[src/ppu_cfg.svh]
`ifndef PPU_CFG_SVH
`define PPU_CFG_SVH

// Posit width in bits.
`define PPU_N 8

// Size of the exponent field.
`define PPU_ES 0

`endif

[src/ppu_pkg.sv]
`default_nettype none

`include "ppu_cfg.svh"

package ppu_pkg;

  localparam int OP_SIZE = 2;

  typedef enum logic [OP_SIZE-1:0] {
    ADD = 2'd0,
    SUB = 2'd1,
    MUL = 2'd2,
    DIV = 2'd3
  } ppu_op_t;

  // Signed scale, with room for the sum of two extreme scales.
  localparam int SCALE_W = $clog2((`PPU_N - 1) << `PPU_ES) + 3;

  // Fraction including the hidden bit.
  localparam int FRAC_W = `PPU_N - 2;

  localparam logic [`PPU_N-1:0] ZERO = '0;
  localparam logic [`PPU_N-1:0] NAR = {1'b1, {(`PPU_N-1){1'b0}}};

  function automatic logic [`PPU_N-1:0] c2(input logic [`PPU_N-1:0] a);
    return ~a + 1'b1;
  endfunction

endpackage

`default_nettype wire

[src/handle_special_or_trivial.sv]
`timescale 1ns/1ps
`default_nettype none

`include "ppu_cfg.svh"

module handle_special_or_trivial (
  input  wire ppu_pkg::ppu_op_t op,
  input  wire [`PPU_N-1:0]      p1_in,
  input  wire [`PPU_N-1:0]      p2_in,
  output logic [`PPU_N-1:0]     pout
);

  import ppu_pkg::*;

  logic [`PPU_N-1:0] p_mul;
  logic [`PPU_N-1:0] p_add;
  logic [`PPU_N-1:0] p_sub;
  logic [`PPU_N-1:0] p_div;

  lut_mul lut_mul_inst (
    .p1    (p1_in),
    .p2    (p2_in),
    .p_out (p_mul)
  );

  lut_add lut_add_inst (
    .p1    (p1_in),
    .p2    (p2_in),
    .p_out (p_add)
  );

  lut_sub lut_sub_inst (
    .p1    (p1_in),
    .p2    (p2_in),
    .p_out (p_sub)
  );

  lut_div lut_div_inst (
    .p1    (p1_in),
    .p2    (p2_in),
    .p_out (p_div)
  );

  always_comb begin
    case (op)
      ADD:     pout = p_add;
      SUB:     pout = p_sub;
      MUL:     pout = p_mul;
      default: pout = p_div;
    endcase
  end

endmodule

module lut_mul (
  input  wire [`PPU_N-1:0]  p1,
  input  wire [`PPU_N-1:0]  p2,
  output logic [`PPU_N-1:0] p_out
);

  import ppu_pkg::*;

  always_comb begin
    case (p1)
      ZERO:    p_out = (p2 == NAR) ? NAR : ZERO;
      NAR:     p_out = NAR;
      default: p_out = p2;
    endcase
  end

endmodule

module lut_add (
  input  wire [`PPU_N-1:0]  p1,
  input  wire [`PPU_N-1:0]  p2,
  output logic [`PPU_N-1:0] p_out
);

  import ppu_pkg::*;

  always_comb begin
    case (p1)
      ZERO:    p_out = p2;
      NAR:     p_out = NAR;
      default: p_out = (p2 == c2(p1)) ? ZERO : (p2 == ZERO) ? p1 : NAR;
    endcase
  end

endmodule

module lut_sub (
  input  wire [`PPU_N-1:0]  p1,
  input  wire [`PPU_N-1:0]  p2,
  output logic [`PPU_N-1:0] p_out
);

  import ppu_pkg::*;

  // Negation leaves ZERO and NAR unchanged.
  always_comb begin
    case (p1)
      ZERO:    p_out = c2(p2);
      NAR:     p_out = NAR;
      default: p_out = (p2 == p1) ? ZERO : (p2 == ZERO) ? p1 : NAR;
    endcase
  end

endmodule

module lut_div (
  input  wire [`PPU_N-1:0]  p1,
  input  wire [`PPU_N-1:0]  p2,
  output logic [`PPU_N-1:0] p_out
);

  import ppu_pkg::*;

  // Regular by regular also ends up as NaR.
  always_comb begin
    case (p1)
      ZERO:    p_out = (p2 == NAR || p2 == ZERO) ? NAR : ZERO;
      default: p_out = NAR;
    endcase
  end

endmodule

`default_nettype wire

[src/posit_core.sv]
`timescale 1ns/1ps
`default_nettype none

module posit_core (
  input  wire ppu_pkg::ppu_op_t             op,
  input  wire                               sign1,
  input  wire signed [ppu_pkg::SCALE_W-1:0] scale1,
  input  wire [ppu_pkg::FRAC_W-1:0]         frac1,
  input  wire                               sign2,
  input  wire signed [ppu_pkg::SCALE_W-1:0] scale2,
  input  wire [ppu_pkg::FRAC_W-1:0]         frac2,
  output logic                              sign,
  output logic signed [ppu_pkg::SCALE_W-1:0] scale,
  output logic [ppu_pkg::FRAC_W+1:0]        frac_out
);

  import ppu_pkg::*;

  // Carry, hidden bit, fraction, then guard, round and sticky.
  localparam int AW = FRAC_W + 4;
  localparam int LZ_W = $clog2(AW) + 1;
  localparam int MAX_SH = FRAC_W + 3;

  logic [2*FRAC_W-1:0]       prod;
  logic [2*FRAC_W-1:0]       prod_n;
  logic signed [SCALE_W-1:0] mul_scale;
  logic [FRAC_W+1:0]         mul_frac;

  logic                      sign2_eff;
  logic                      swap;
  logic                      sign_big;
  logic signed [SCALE_W-1:0] scale_big;
  logic signed [SCALE_W-1:0] diff;
  logic [SCALE_W-1:0]        shamt;
  logic [FRAC_W-1:0]         frac_big;
  logic [FRAC_W-1:0]         frac_small;
  logic [2*FRAC_W+2:0]       wide;
  logic [AW-1:0]             big_ext;
  logic [AW-1:0]             small_ext;
  logic [AW-1:0]             sum;
  logic [AW-1:0]             norm;
  logic [LZ_W-1:0]           lz;
  logic signed [SCALE_W-1:0] add_scale;
  logic [FRAC_W+1:0]         add_frac;

  // Product of two fractions in [1,2) lies in [1,4).
  assign prod      = frac1 * frac2;
  assign prod_n    = prod[2*FRAC_W-1] ? prod : prod << 1;
  assign mul_scale = scale1 + scale2 + SCALE_W'(prod[2*FRAC_W-1]);
  assign mul_frac  = {prod_n[2*FRAC_W-1 -: FRAC_W+1], |prod_n[FRAC_W-2:0]};

  // SUB flips the sign of the second operand.
  assign sign2_eff = sign2 ^ (op == SUB);

  // Operand 2 has the larger magnitude.
  assign swap = (scale2 > scale1) || (scale2 == scale1 && frac2 > frac1);

  assign sign_big   = swap ? sign2_eff : sign1;
  assign scale_big  = swap ? scale2 : scale1;
  assign frac_big   = swap ? frac2 : frac1;
  assign frac_small = swap ? frac1 : frac2;
  assign diff       = swap ? scale2 - scale1 : scale1 - scale2;

  // Past MAX_SH the smaller operand only feeds the sticky bit.
  assign shamt = (diff > MAX_SH) ? SCALE_W'(MAX_SH) : diff;

  assign wide      = {frac_small, {(FRAC_W+3){1'b0}}} >> shamt;
  assign big_ext   = {1'b0, frac_big, 3'b000};
  assign small_ext = {1'b0, wide[2*FRAC_W+2 -: FRAC_W+2], |wide[FRAC_W:0]};

  assign sum = (sign1 ^ sign2_eff) ? big_ext - small_ext : big_ext + small_ext;

  // Leading zero count of the sum.
  always_comb begin
    lz = LZ_W'(AW);
    for (int i = 0; i < AW; i++) begin
      if (sum[i]) begin
        lz = LZ_W'(AW - 1 - i);
      end
    end
  end

  assign norm = sum << lz;

  // The hidden bit of big_ext sits one place below the carry.
  assign add_scale = scale_big + 1 - lz;
  assign add_frac  = {norm[AW-1 -: FRAC_W+1], |norm[2:0]};

  // DIV results always come from the special tables.
  assign sign     = (op == MUL) ? sign1 ^ sign2 : sign_big;
  assign scale    = (op == MUL) ? mul_scale : add_scale;
  assign frac_out = (op == MUL) ? mul_frac : add_frac;

endmodule

`default_nettype wire

[src/posit_decode.sv]
`timescale 1ns/1ps
`default_nettype none

`include "ppu_cfg.svh"

module posit_decode (
  input  wire [`PPU_N-1:0]                   p,
  output logic                               sign,
  output logic signed [ppu_pkg::SCALE_W-1:0] scale,
  output logic [ppu_pkg::FRAC_W-1:0]         frac
);

  import ppu_pkg::*;

  localparam int RUN_W = $clog2(`PPU_N) + 1;

  logic [`PPU_N-1:0]         mag;
  logic [`PPU_N-2:0]         body;
  logic [`PPU_N-2:0]         rem;
  logic [`PPU_N-2:0]         rem_f;
  logic [RUN_W-1:0]          run;
  logic                      done;
  logic signed [SCALE_W-1:0] run_s;
  logic signed [SCALE_W-1:0] k;
  logic signed [SCALE_W-1:0] e;

  assign sign = p[`PPU_N-1];

  // Negative posits are decoded from their magnitude.
  assign mag  = sign ? c2(p) : p;
  assign body = mag[`PPU_N-2:0];

  // Length of the regime run.
  always_comb begin
    run  = '0;
    done = 1'b0;
    for (int i = `PPU_N - 2; i >= 0; i--) begin
      if (!done && body[i] == body[`PPU_N-2]) begin
        run = run + 1'b1;
      end else begin
        done = 1'b1;
      end
    end
  end

  assign run_s = SCALE_W'(run);

  // A run of ones gives k = run - 1, a run of zeros gives k = -run.
  assign k = body[`PPU_N-2] ? run_s - 1 : -run_s;

  // Drop the regime and its terminating bit.
  assign rem = body << (run + 1'b1);

  assign e     = SCALE_W'(rem >> (`PPU_N - 1 - `PPU_ES));
  assign rem_f = rem << `PPU_ES;

  assign scale = (k <<< `PPU_ES) + e;
  assign frac  = {1'b1, rem_f[`PPU_N-2 -: FRAC_W-1]};

endmodule

`default_nettype wire

[src/posit_encode.sv]
`timescale 1ns/1ps
`default_nettype none

`include "ppu_cfg.svh"

module posit_encode (
  input  wire                               sign,
  input  wire signed [ppu_pkg::SCALE_W-1:0] scale,
  input  wire [ppu_pkg::FRAC_W+1:0]         frac_out,
  output logic [`PPU_N-1:0]                 p
);

  import ppu_pkg::*;

  // Exponent, fraction, guard and sticky behind the regime.
  localparam int TW = `PPU_ES + FRAC_W + 1;
  // Zeros below the tail keep the bits that the regime pushes out.
  localparam int VW = TW + 2 + `PPU_N;
  localparam int MAX_SCALE = (`PPU_N - 2) << `PPU_ES;
  localparam int MIN_SCALE = -((`PPU_N - 1) << `PPU_ES);

  logic signed [SCALE_W-1:0] k;
  logic [SCALE_W-1:0]        e;
  logic [SCALE_W-1:0]        shamt;
  logic [TW-1:0]             tail;
  logic signed [VW-1:0]      v;
  logic [`PPU_N-2:0]         body;
  logic                      round_bit;
  logic                      sticky;
  logic                      round_up;
  logic [`PPU_N-1:0]         body_r;
  logic [`PPU_N-2:0]         mag;

  assign k = scale >>> `PPU_ES;
  assign e = scale & SCALE_W'((1 << `PPU_ES) - 1);

  assign tail = (TW'(e) << (FRAC_W + 1)) | TW'(frac_out[FRAC_W:0]);

  // For k < 0 the shift is -k-1, which is ~k.
  assign shamt = k[SCALE_W-1] ? ~k : k;

  // Seed "10" or "01" and let the arithmetic shift grow the regime run.
  assign v = $signed({~k[SCALE_W-1], k[SCALE_W-1], tail, {`PPU_N{1'b0}}}) >>> shamt;

  assign body      = v[VW-1 -: `PPU_N-1];
  assign round_bit = v[VW-`PPU_N];
  assign sticky    = |v[VW-`PPU_N-1:0];

  // Round to nearest, ties to even.
  assign round_up = round_bit && (sticky || body[0]);
  assign body_r   = {1'b0, body} + round_up;

  always_comb begin
    if (scale > MAX_SCALE || body_r[`PPU_N-1]) begin
      mag = '1;
    end else if (scale < MIN_SCALE || body_r == '0) begin
      mag = {{(`PPU_N-2){1'b0}}, 1'b1};
    end else begin
      mag = body_r[`PPU_N-2:0];
    end
  end

  assign p = sign ? c2({1'b0, mag}) : {1'b0, mag};

endmodule

`default_nettype wire

[src/ppu_top.sv]
`timescale 1ns/1ps
`default_nettype none

`include "ppu_cfg.svh"

module ppu_top (
  input  wire                   clk,
  input  wire                   rst_n,
  input  wire                   in_valid,
  input  wire ppu_pkg::ppu_op_t op,
  input  wire [`PPU_N-1:0]      p1,
  input  wire [`PPU_N-1:0]      p2,
  output logic                  out_valid,
  output logic [`PPU_N-1:0]     pout
);

  import ppu_pkg::*;

  logic                      s1_valid;
  ppu_op_t                   s1_op;
  logic [`PPU_N-1:0]         s1_p1;
  logic [`PPU_N-1:0]         s1_p2;

  logic                      d1_sign;
  logic signed [SCALE_W-1:0] d1_scale;
  logic [FRAC_W-1:0]         d1_frac;
  logic                      d2_sign;
  logic signed [SCALE_W-1:0] d2_scale;
  logic [FRAC_W-1:0]         d2_frac;
  logic [`PPU_N-1:0]         special_p;
  logic                      special;

  logic                      s2_valid;
  ppu_op_t                   s2_op;
  logic                      s2_sign1;
  logic signed [SCALE_W-1:0] s2_scale1;
  logic [FRAC_W-1:0]         s2_frac1;
  logic                      s2_sign2;
  logic signed [SCALE_W-1:0] s2_scale2;
  logic [FRAC_W-1:0]         s2_frac2;
  logic [`PPU_N-1:0]         s2_special_p;
  logic                      s2_special;

  logic                      c_sign;
  logic signed [SCALE_W-1:0] c_scale;
  logic [FRAC_W+1:0]         c_frac;
  logic [`PPU_N-1:0]         enc_p;

  always_ff @(posedge clk) begin
    if (!rst_n) begin
      s1_valid  <= 1'b0;
      s2_valid  <= 1'b0;
      out_valid <= 1'b0;
    end else begin
      s1_valid  <= in_valid;
      s2_valid  <= s1_valid;
      out_valid <= s2_valid;
    end
  end

  always_ff @(posedge clk) begin
    if (in_valid) begin
      s1_op <= op;
      s1_p1 <= p1;
      s1_p2 <= p2;
    end
  end

  posit_decode u_dec1 (
    .p     (s1_p1),
    .sign  (d1_sign),
    .scale (d1_scale),
    .frac  (d1_frac)
  );

  posit_decode u_dec2 (
    .p     (s1_p2),
    .sign  (d2_sign),
    .scale (d2_scale),
    .frac  (d2_frac)
  );

  handle_special_or_trivial u_special (
    .op    (s1_op),
    .p1_in (s1_p1),
    .p2_in (s1_p2),
    .pout  (special_p)
  );

  // Pairs that the tables resolve, including every division.
  assign special = s1_p1 == ZERO || s1_p1 == NAR || s1_p2 == ZERO || s1_p2 == NAR
                || s1_op == DIV
                || (s1_op == ADD && s1_p2 == c2(s1_p1))
                || (s1_op == SUB && s1_p2 == s1_p1);

  always_ff @(posedge clk) begin
    if (s1_valid) begin
      s2_op        <= s1_op;
      s2_sign1     <= d1_sign;
      s2_scale1    <= d1_scale;
      s2_frac1     <= d1_frac;
      s2_sign2     <= d2_sign;
      s2_scale2    <= d2_scale;
      s2_frac2     <= d2_frac;
      s2_special_p <= special_p;
      s2_special   <= special;
    end
  end

  posit_core u_core (
    .op       (s2_op),
    .sign1    (s2_sign1),
    .scale1   (s2_scale1),
    .frac1    (s2_frac1),
    .sign2    (s2_sign2),
    .scale2   (s2_scale2),
    .frac2    (s2_frac2),
    .sign     (c_sign),
    .scale    (c_scale),
    .frac_out (c_frac)
  );

  posit_encode u_enc (
    .sign     (c_sign),
    .scale    (c_scale),
    .frac_out (c_frac),
    .p        (enc_p)
  );

  always_ff @(posedge clk) begin
    if (s2_valid) begin
      pout <= s2_special ? s2_special_p : enc_p;
    end
  end

endmodule

`default_nettype wire

[config.mk]
export PLATFORM = sky130hd
export DESIGN_NAME = ppu_top
export DESIGN_NICKNAME = d
export VERILOG_FILES = /design/src/ppu_pkg.sv /design/src/handle_special_or_trivial.sv /design/src/posit_core.sv /design/src/posit_decode.sv /design/src/posit_encode.sv /design/src/ppu_top.sv
export VERILOG_INCLUDE_DIRS = /design/src
export SDC_FILE = /design/constraint.sdc
export NUM_CORES = 1
export LEC_CHECK = 0
export CAP_MARGIN = 20
export CORE_ASPECT_RATIO = 0.7
export CORE_MARGIN = 5
export CORE_UTILIZATION = 40
export DETAILED_ROUTE_END_ITERATION = 16
export DONT_BUFFER_PORTS = 1
export HOLD_SLACK_MARGIN = 0.06
export SETUP_SLACK_MARGIN = 0.3
export SLEW_MARGIN = 5
export SYNTH_ARGS = -nofsm -noshare
export SYNTH_HDL_FRONTEND = slang
export SYNTH_SLANG_ARGS = --single-unit
[constraint.sdc]
create_clock -name clk -period 14.5 [get_ports clk]
set_clock_uncertainty 0.15 [all_clocks]
set_input_delay 2.9 -clock clk [delete_from_list [all_inputs] [get_ports clk]]
set_output_delay 2.9 -clock clk [all_outputs]
set_load 0.005 [all_outputs]
== Yosys cells after proc, flatten, opt, wreduce, memory -nomap -nowiden ==
Cells that the tools add are included.

* $add $sub $neg: 28
* Multiply operators: 1
* Order comparisons: 5
* Equality and inequality tests: 22
* Shifts and indexed selects: 5
* Muxes and demuxes: 62
* Bitwise operators: 8
* Reduce and logical (&&, ||, !) cells: 41

{| class="wikitable"
|+ Operator list
! operator !! count
|-
| $mux 8 || 8
|-
| $mux 5 || 11
|-
| $add 4x1->4 const B || 12
|-
| $pmux 8 s2 || 3
|-
| $mux 6 || 7
|-
| $mux 4 || 10
|-
| $mux 7 || 5
|-
| $add 8x1->8 const B || 3
|-
| $logic_not 8->1 || 3
|-
| $pmux 8 s3 || 1
|-
| $sshr 17x6->17 || 1
|-
| $eq 8x8->1 || 2
|-
| $eq 8x8->1 const B || 2
|-
| $not 8->8 || 2
|-
| $shr 15x6->15 || 1
|-
| $logic_and 1x1->1 || 14
|-
| $shl 7x4->7 || 2
|-
| $eq 1x1->1 || 12
|-
| $gt 6x6->1 || 2
|-
| $mul 6x6->12 || 1
|-
| $mux 1 || 12
|-
| $neg 4->6 || 2
|-
| $sub 6x6->6 || 2
|-
| $logic_or 1x1->1 || 11
|-
| other kinds (28) || 43
|}

* Register bits after elaboration: 64
* Bits of input ports: 21

== Longest topological paths before layout ==
* Word-level depth: 37
* Gate-level depth with buffers: 62
* Depth with buffers taken out: 57

== Cells and area by module ==
A second synthesis with hierarchy kept.

* Cells, all modules: 1,409
* Area total of the unflattened synthesis: 11,677.4 µm²

{| class="wikitable"
|+ Modules (own cells, without submodules)
! module !! instances !! cells each !! area each (µm²)
|-
| posit_core || 1 || 728 || 5,122.4
|-
| ppu_top || 1 || 117 || 2,361.0
|-
| posit_encode || 1 || 211 || 1,524.0
|-
| posit_decode at u_dec1 || 1 || 109 || 784.5
|-
| posit_decode at u_dec2 || 1 || 109 || 759.5
|-
| lut_add || 1 || 50 || 381.6
|-
| lut_sub || 1 || 46 || 355.3
|-
| handle_special_or_trivial || 1 || 10 || 196.4
|-
| lut_mul || 1 || 16 || 102.6
|-
| lut_div || 1 || 13 || 90.1
|}

== Worst setup path after synthesis ==
OpenSTA, ideal clock, no wires.

* Path kind: flip-flop to flip-flop
* Start point: register s2_scale2[0]
* End point: register pout[6] (data pin)
* Library setup time: 0.152 ns
* Arrival time: 11.333 ns
* Data required time: 14.198 ns
* Slack: 2.866 ns
* Stages on the path, launching flop included: 60
* Path buffers: 5
* Clock period less this slack: 11.634 ns
* Path through: edfxtp_1 -> inv_1 -> ha_1 -> inv_1 -> fa_1 -> a211oi_1 -> or3b_1 -> a311oi_2 -> or4_1 -> and4_1 -> buf_6 -> o21ai_0 -> mux2_2 -> nand2_1 -> nand2_1 -> nand2_1 -> ha_1 -> clkbuf_1 -> [24 not listed] -> clkbuf_1 -> ha_1 -> clkbuf_2 -> nor3_1 -> nand2b_1 -> o2111a_1 -> a311o_1 -> inv_1 -> ha_1 -> inv_1 -> nor3_1 -> or3_1 -> a2111oi_4 -> a31oi_1 -> ha_1 -> o2111a_1 -> a211o_1 -> a31oi_1

* Longest elaborated chain between the ends: 37

{| class="wikitable"
|+ Ends and longest elaborated chain
! item !! RTL line !! text
|-
| start, declared || ppu_top.sv:39 || <nowiki>logic signed [SCALE_W-1:0] s2_scale2;</nowiki>
|-
| start signal, assigned || ppu_top.sv:103 || <nowiki>s2_scale2 <= d2_scale;</nowiki>
|-
| branches (longest 35 deep; another with $add 9x9->10) || n/a ||
|-
| $mux 8 (*) || posit_encode.sv:63 || <nowiki>assign p = sign ? c2({1'b0, mag}) : {1'b0, mag};</nowiki>
|-
| $mux 8 (*) || ppu_top.sv:132 || <nowiki>pout <= s2_special ? s2_special_p : enc_p;</nowiki>
|-
| end signal, assigned || ppu_top.sv:132 ||
|-
| end, declared || ppu_top.sv:14 || <nowiki>output logic [`PPU_N-1:0] pout</nowiki>
|}

Mark *: on every way between the ends.
A chain may end at the register's enable or synchronous reset.

== Worst setup path in the final report ==
Ends and elaborated chain as after synthesis.

==> run_results.csv <==
group,metric,value,unit
logic_synthesis,syn_avg_cell_area,7.71,µm²
logic_synthesis,yosys-top-cells-count,"nand2_1, nor2_1, a21oi_1",
setup_path,r2r-start,"s2_scale2[0]",
logic_synthesis,syn_nets,1396,
setup_path,reg2regPathDepth,59,
logic_synthesis,ys_seq_elements,64,
route,routed_via_density,5.99,
final_layout,final_nets,1365,
sta,period_share,0.899,
route,wl_met3,2.38,mm
route,wl_met1,14.5,mm
setup_path,start_kind,"flip-flop",
route,post-route-drc-count,0,
global_route,grt_max_degree,26,
route,vias,9449,
logic_synthesis,yosys.cell_types.count,99,
hold_path,hold_path_depth,2,
sta,hold_viol,0,
clocking,cts-root-buf,"clkbuf_16",
sta,max_freq,76.7,MHz
final_layout,antenna_cells,0,
clocking,clk_pin_slew,0.05,ns
setup_path,r2r_slack,1.47,ns
setup_path,crit_path_end_kind,"flip-flop",
route,top_layer,"met5",
setup_path,r2r_end,"pout[6]",
hold_path,min_path_type,"reg -> reg",
setup_path,path_buf_inv,11,
setup_path,cp_max_fo,17,
final_layout,drive_gt1_frac,0.0623,
die,die_h,141,µm
final_layout,area.growth.synth_to_final,5.98,%
clocking,clkSinkCount,64,
clocking,numCtsBuffers,9,
run,cap_violations,0,
setup_path,arrival,13.06,ns
outcome,status,"finished, final reports clean",
clocking,cts_setup_buffers,0,
sta,layout_setup_ws,1.47,ns
setup_path,path_delay_family,"compound AO/OA/AOI/OAI gates",
route,first_iter_violations,835,
die,initial_core_util,0.403,
clocking,h-tree-depth,3,
setup_path,cpMaxStageDelayCell,"xnor2_1",
logic_synthesis,ys_seq_area_frac,0.192,
logic_synthesis,mappedNetlistArea,9860,µm²
sta,setup-tns-final,0,ns
sta,tightest_slew,1.07,ns
logic_synthesis,synth_area_leaders,"edfxtp_1, ha_1, nand2_1",
sta,maxSlewViolCount,0,
setup_path,required,14.53,ns
placement,placed_cell_area,10100,µm²
logic_synthesis,yosysTopAreaCell,"edfxtp_1",
sta,whs,0.396,ns
sta,setup_viol,0,
route,met2_length,11.1,mm
global_route,grt_pass1_vias,8571,
clocking,clockBufferDepth,2,
global_route,grt-ovfl-total,0,
logic_synthesis,yosysMostFrequentCell,"nand2_1",
global_route,antenna_found_initial,1,
global_route,grt_pass1_wl,45.8,mm
route,wl_per_cell,17.9,µm
hold_path,min_to,"pout[3]",
final_layout,fillCellCount,2451,
placement,gp_congestion,0.942,
route,wirelength,28.3,mm
clocking,cts.repair.resized,0,
clocking,hold_buffers,0,
clocking,insertion_delay,0.33,ns
die,coreArea,24400,µm²
placement,port_buffers,0,
logic_synthesis,synth_cells,1279,
placement,pre_cts_ws,1.27,ns
die,rows,48,
clocking,tritoncts,"yes",
logic_synthesis,synth-main-ff-cell,"edfxtp_1",
logic_synthesis,synth_edf_count,61,
final_layout,finalInstanceArea,10400,µm²
sta,rsz0062_at_grt,"false",
hold_path,min_from,"s2_special_p[3]",
setup_path,critical_path_class,"reg -> reg",
sta,max_slew_margin,0.282,
global_route,grtUsageTotal,0.198,
route,dr.pass1.iters,5,
logic_synthesis,ys_warn_count,0,
die,die_area,27900,µm²
logic_synthesis,async_reset_ff_frac,0,
die,die_w,198,µm
sta,period_minus_slack,13.03,ns
setup_path,cp_slowest_stage_delay,0.52,ns
setup_path,crit_top_cell,"inv_1",
placement,dp_hpwl,22.5,mm
route,drtAntennaViolNets,0,
logic_synthesis,synth_top_cell_area_share,0.186,
die,ios,30,
cell type report:
cell class                 count  area (µm²)  area share
clock buffer                  11         253      0.0242
timing repair buffer          12        90.1     0.00862
tap                          325         407      0.0389
multi-input combinational   1077        7440       0.712
clock inverter                 5        55.1     0.00527
sequential                    64        1890       0.181
inverter                      84         315      0.0302
worst min-delay path: cells and delay by family, from the launching register on:
kind / cells / cell delay (ns)
DFF: 1 / 0.33
and+or+nand+nor: 1 / 0.06
AOI/OAI and AO/OA: 1 / 0.05
placed cells by master, fill, tap and decap left out, drive strengths merged, types with 11 or more instances in the layout:
| cell | n |
|---|---|
| nand3 | 29 |
| nand2 | 142 |
| nor2b | 15 |
| nor3 | 39 |
| inv | 80 |
| or3 | 13 |
| a21oi | 103 |
| ha | 73 |
| buf | 12 |
| nor2 | 141 |
| a31oi | 14 |
| and2 | 23 |
| xnor2 | 43 |
| a21o | 21 |
| mux2i | 18 |
| o22ai | 14 |
| a211oi | 17 |
| o211ai | 21 |
| o21ai | 84 |
| edfxtp | 61 |
| o21a | 13 |
| fa | 23 |
| nand2b | 14 |
| clkbuf | 11 |
| xor2 | 30 |
registers in the layout, summed over array words and instances (netlist names):
name,count
s1_p2,8
s1_op,2
s2_scale1,6
s2_frac1,5
s2_frac2,5
s1_p1,8
pout,8
s1_valid,1
s2_scale2,6
s2_op,2
s2_sign1,1
out_valid,1
s2_valid,1
s2_sign2,1
s2_special_p,8
s2_special,1
kinds of logic after synthesis:
| logic type | after synthesis | synth area share |
|---|---|---|
| flops | 64 | 0.192 |
| mux | 20 | 0.0206 |
| fa+ha+maj | 96 | 0.139 |
| buf+inv | 138 | 0.0546 |
| simple gates | 478 | 0.232 |
| compound gates | 410 | 0.297 |
| xor+xnor | 73 | 0.0649 |
how the worst max path moves through the flow:
stage	from	endpoint	slack, ns	cells after the start
floorplan	s2_scale2[0]	pout[6]	2.87	59
global placement	s2_scale1[2]	pout[6]	1.68	56
detailed placement	s2_scale1[2]	pout[4]	1.27	56
CTS	s2_scale1[2]	pout[6]	1.29	56
global route	s2_scale2[0]	pout[6]	0.45	59
finish	s2_scale2[0]	pout[6]	1.47	59
metrics by stage:
step / utilization / cells
floorplan: - / 1279
global placement: 0.415 / 1562
detailed placement: 0.415 / 1562
CTS: 0.427 / 1578
global route: 0.427 / 1578
finish: 0.427 / 1578
layer usage:
| layer | up-vias | global-route usage |
|---|---|---|
| li1 | 4640 | - |
| met3 | 23 | 0.0449 |
| met2 | 371 | 0.268 |
| met4 | 2 | 0.0297 |
| met1 | 4413 | 0.320 |
| met5 | - | 0 |
Power is not shown: default switching activity piles up to over one toggle a cycle in this logic, so the estimate is an artifact.
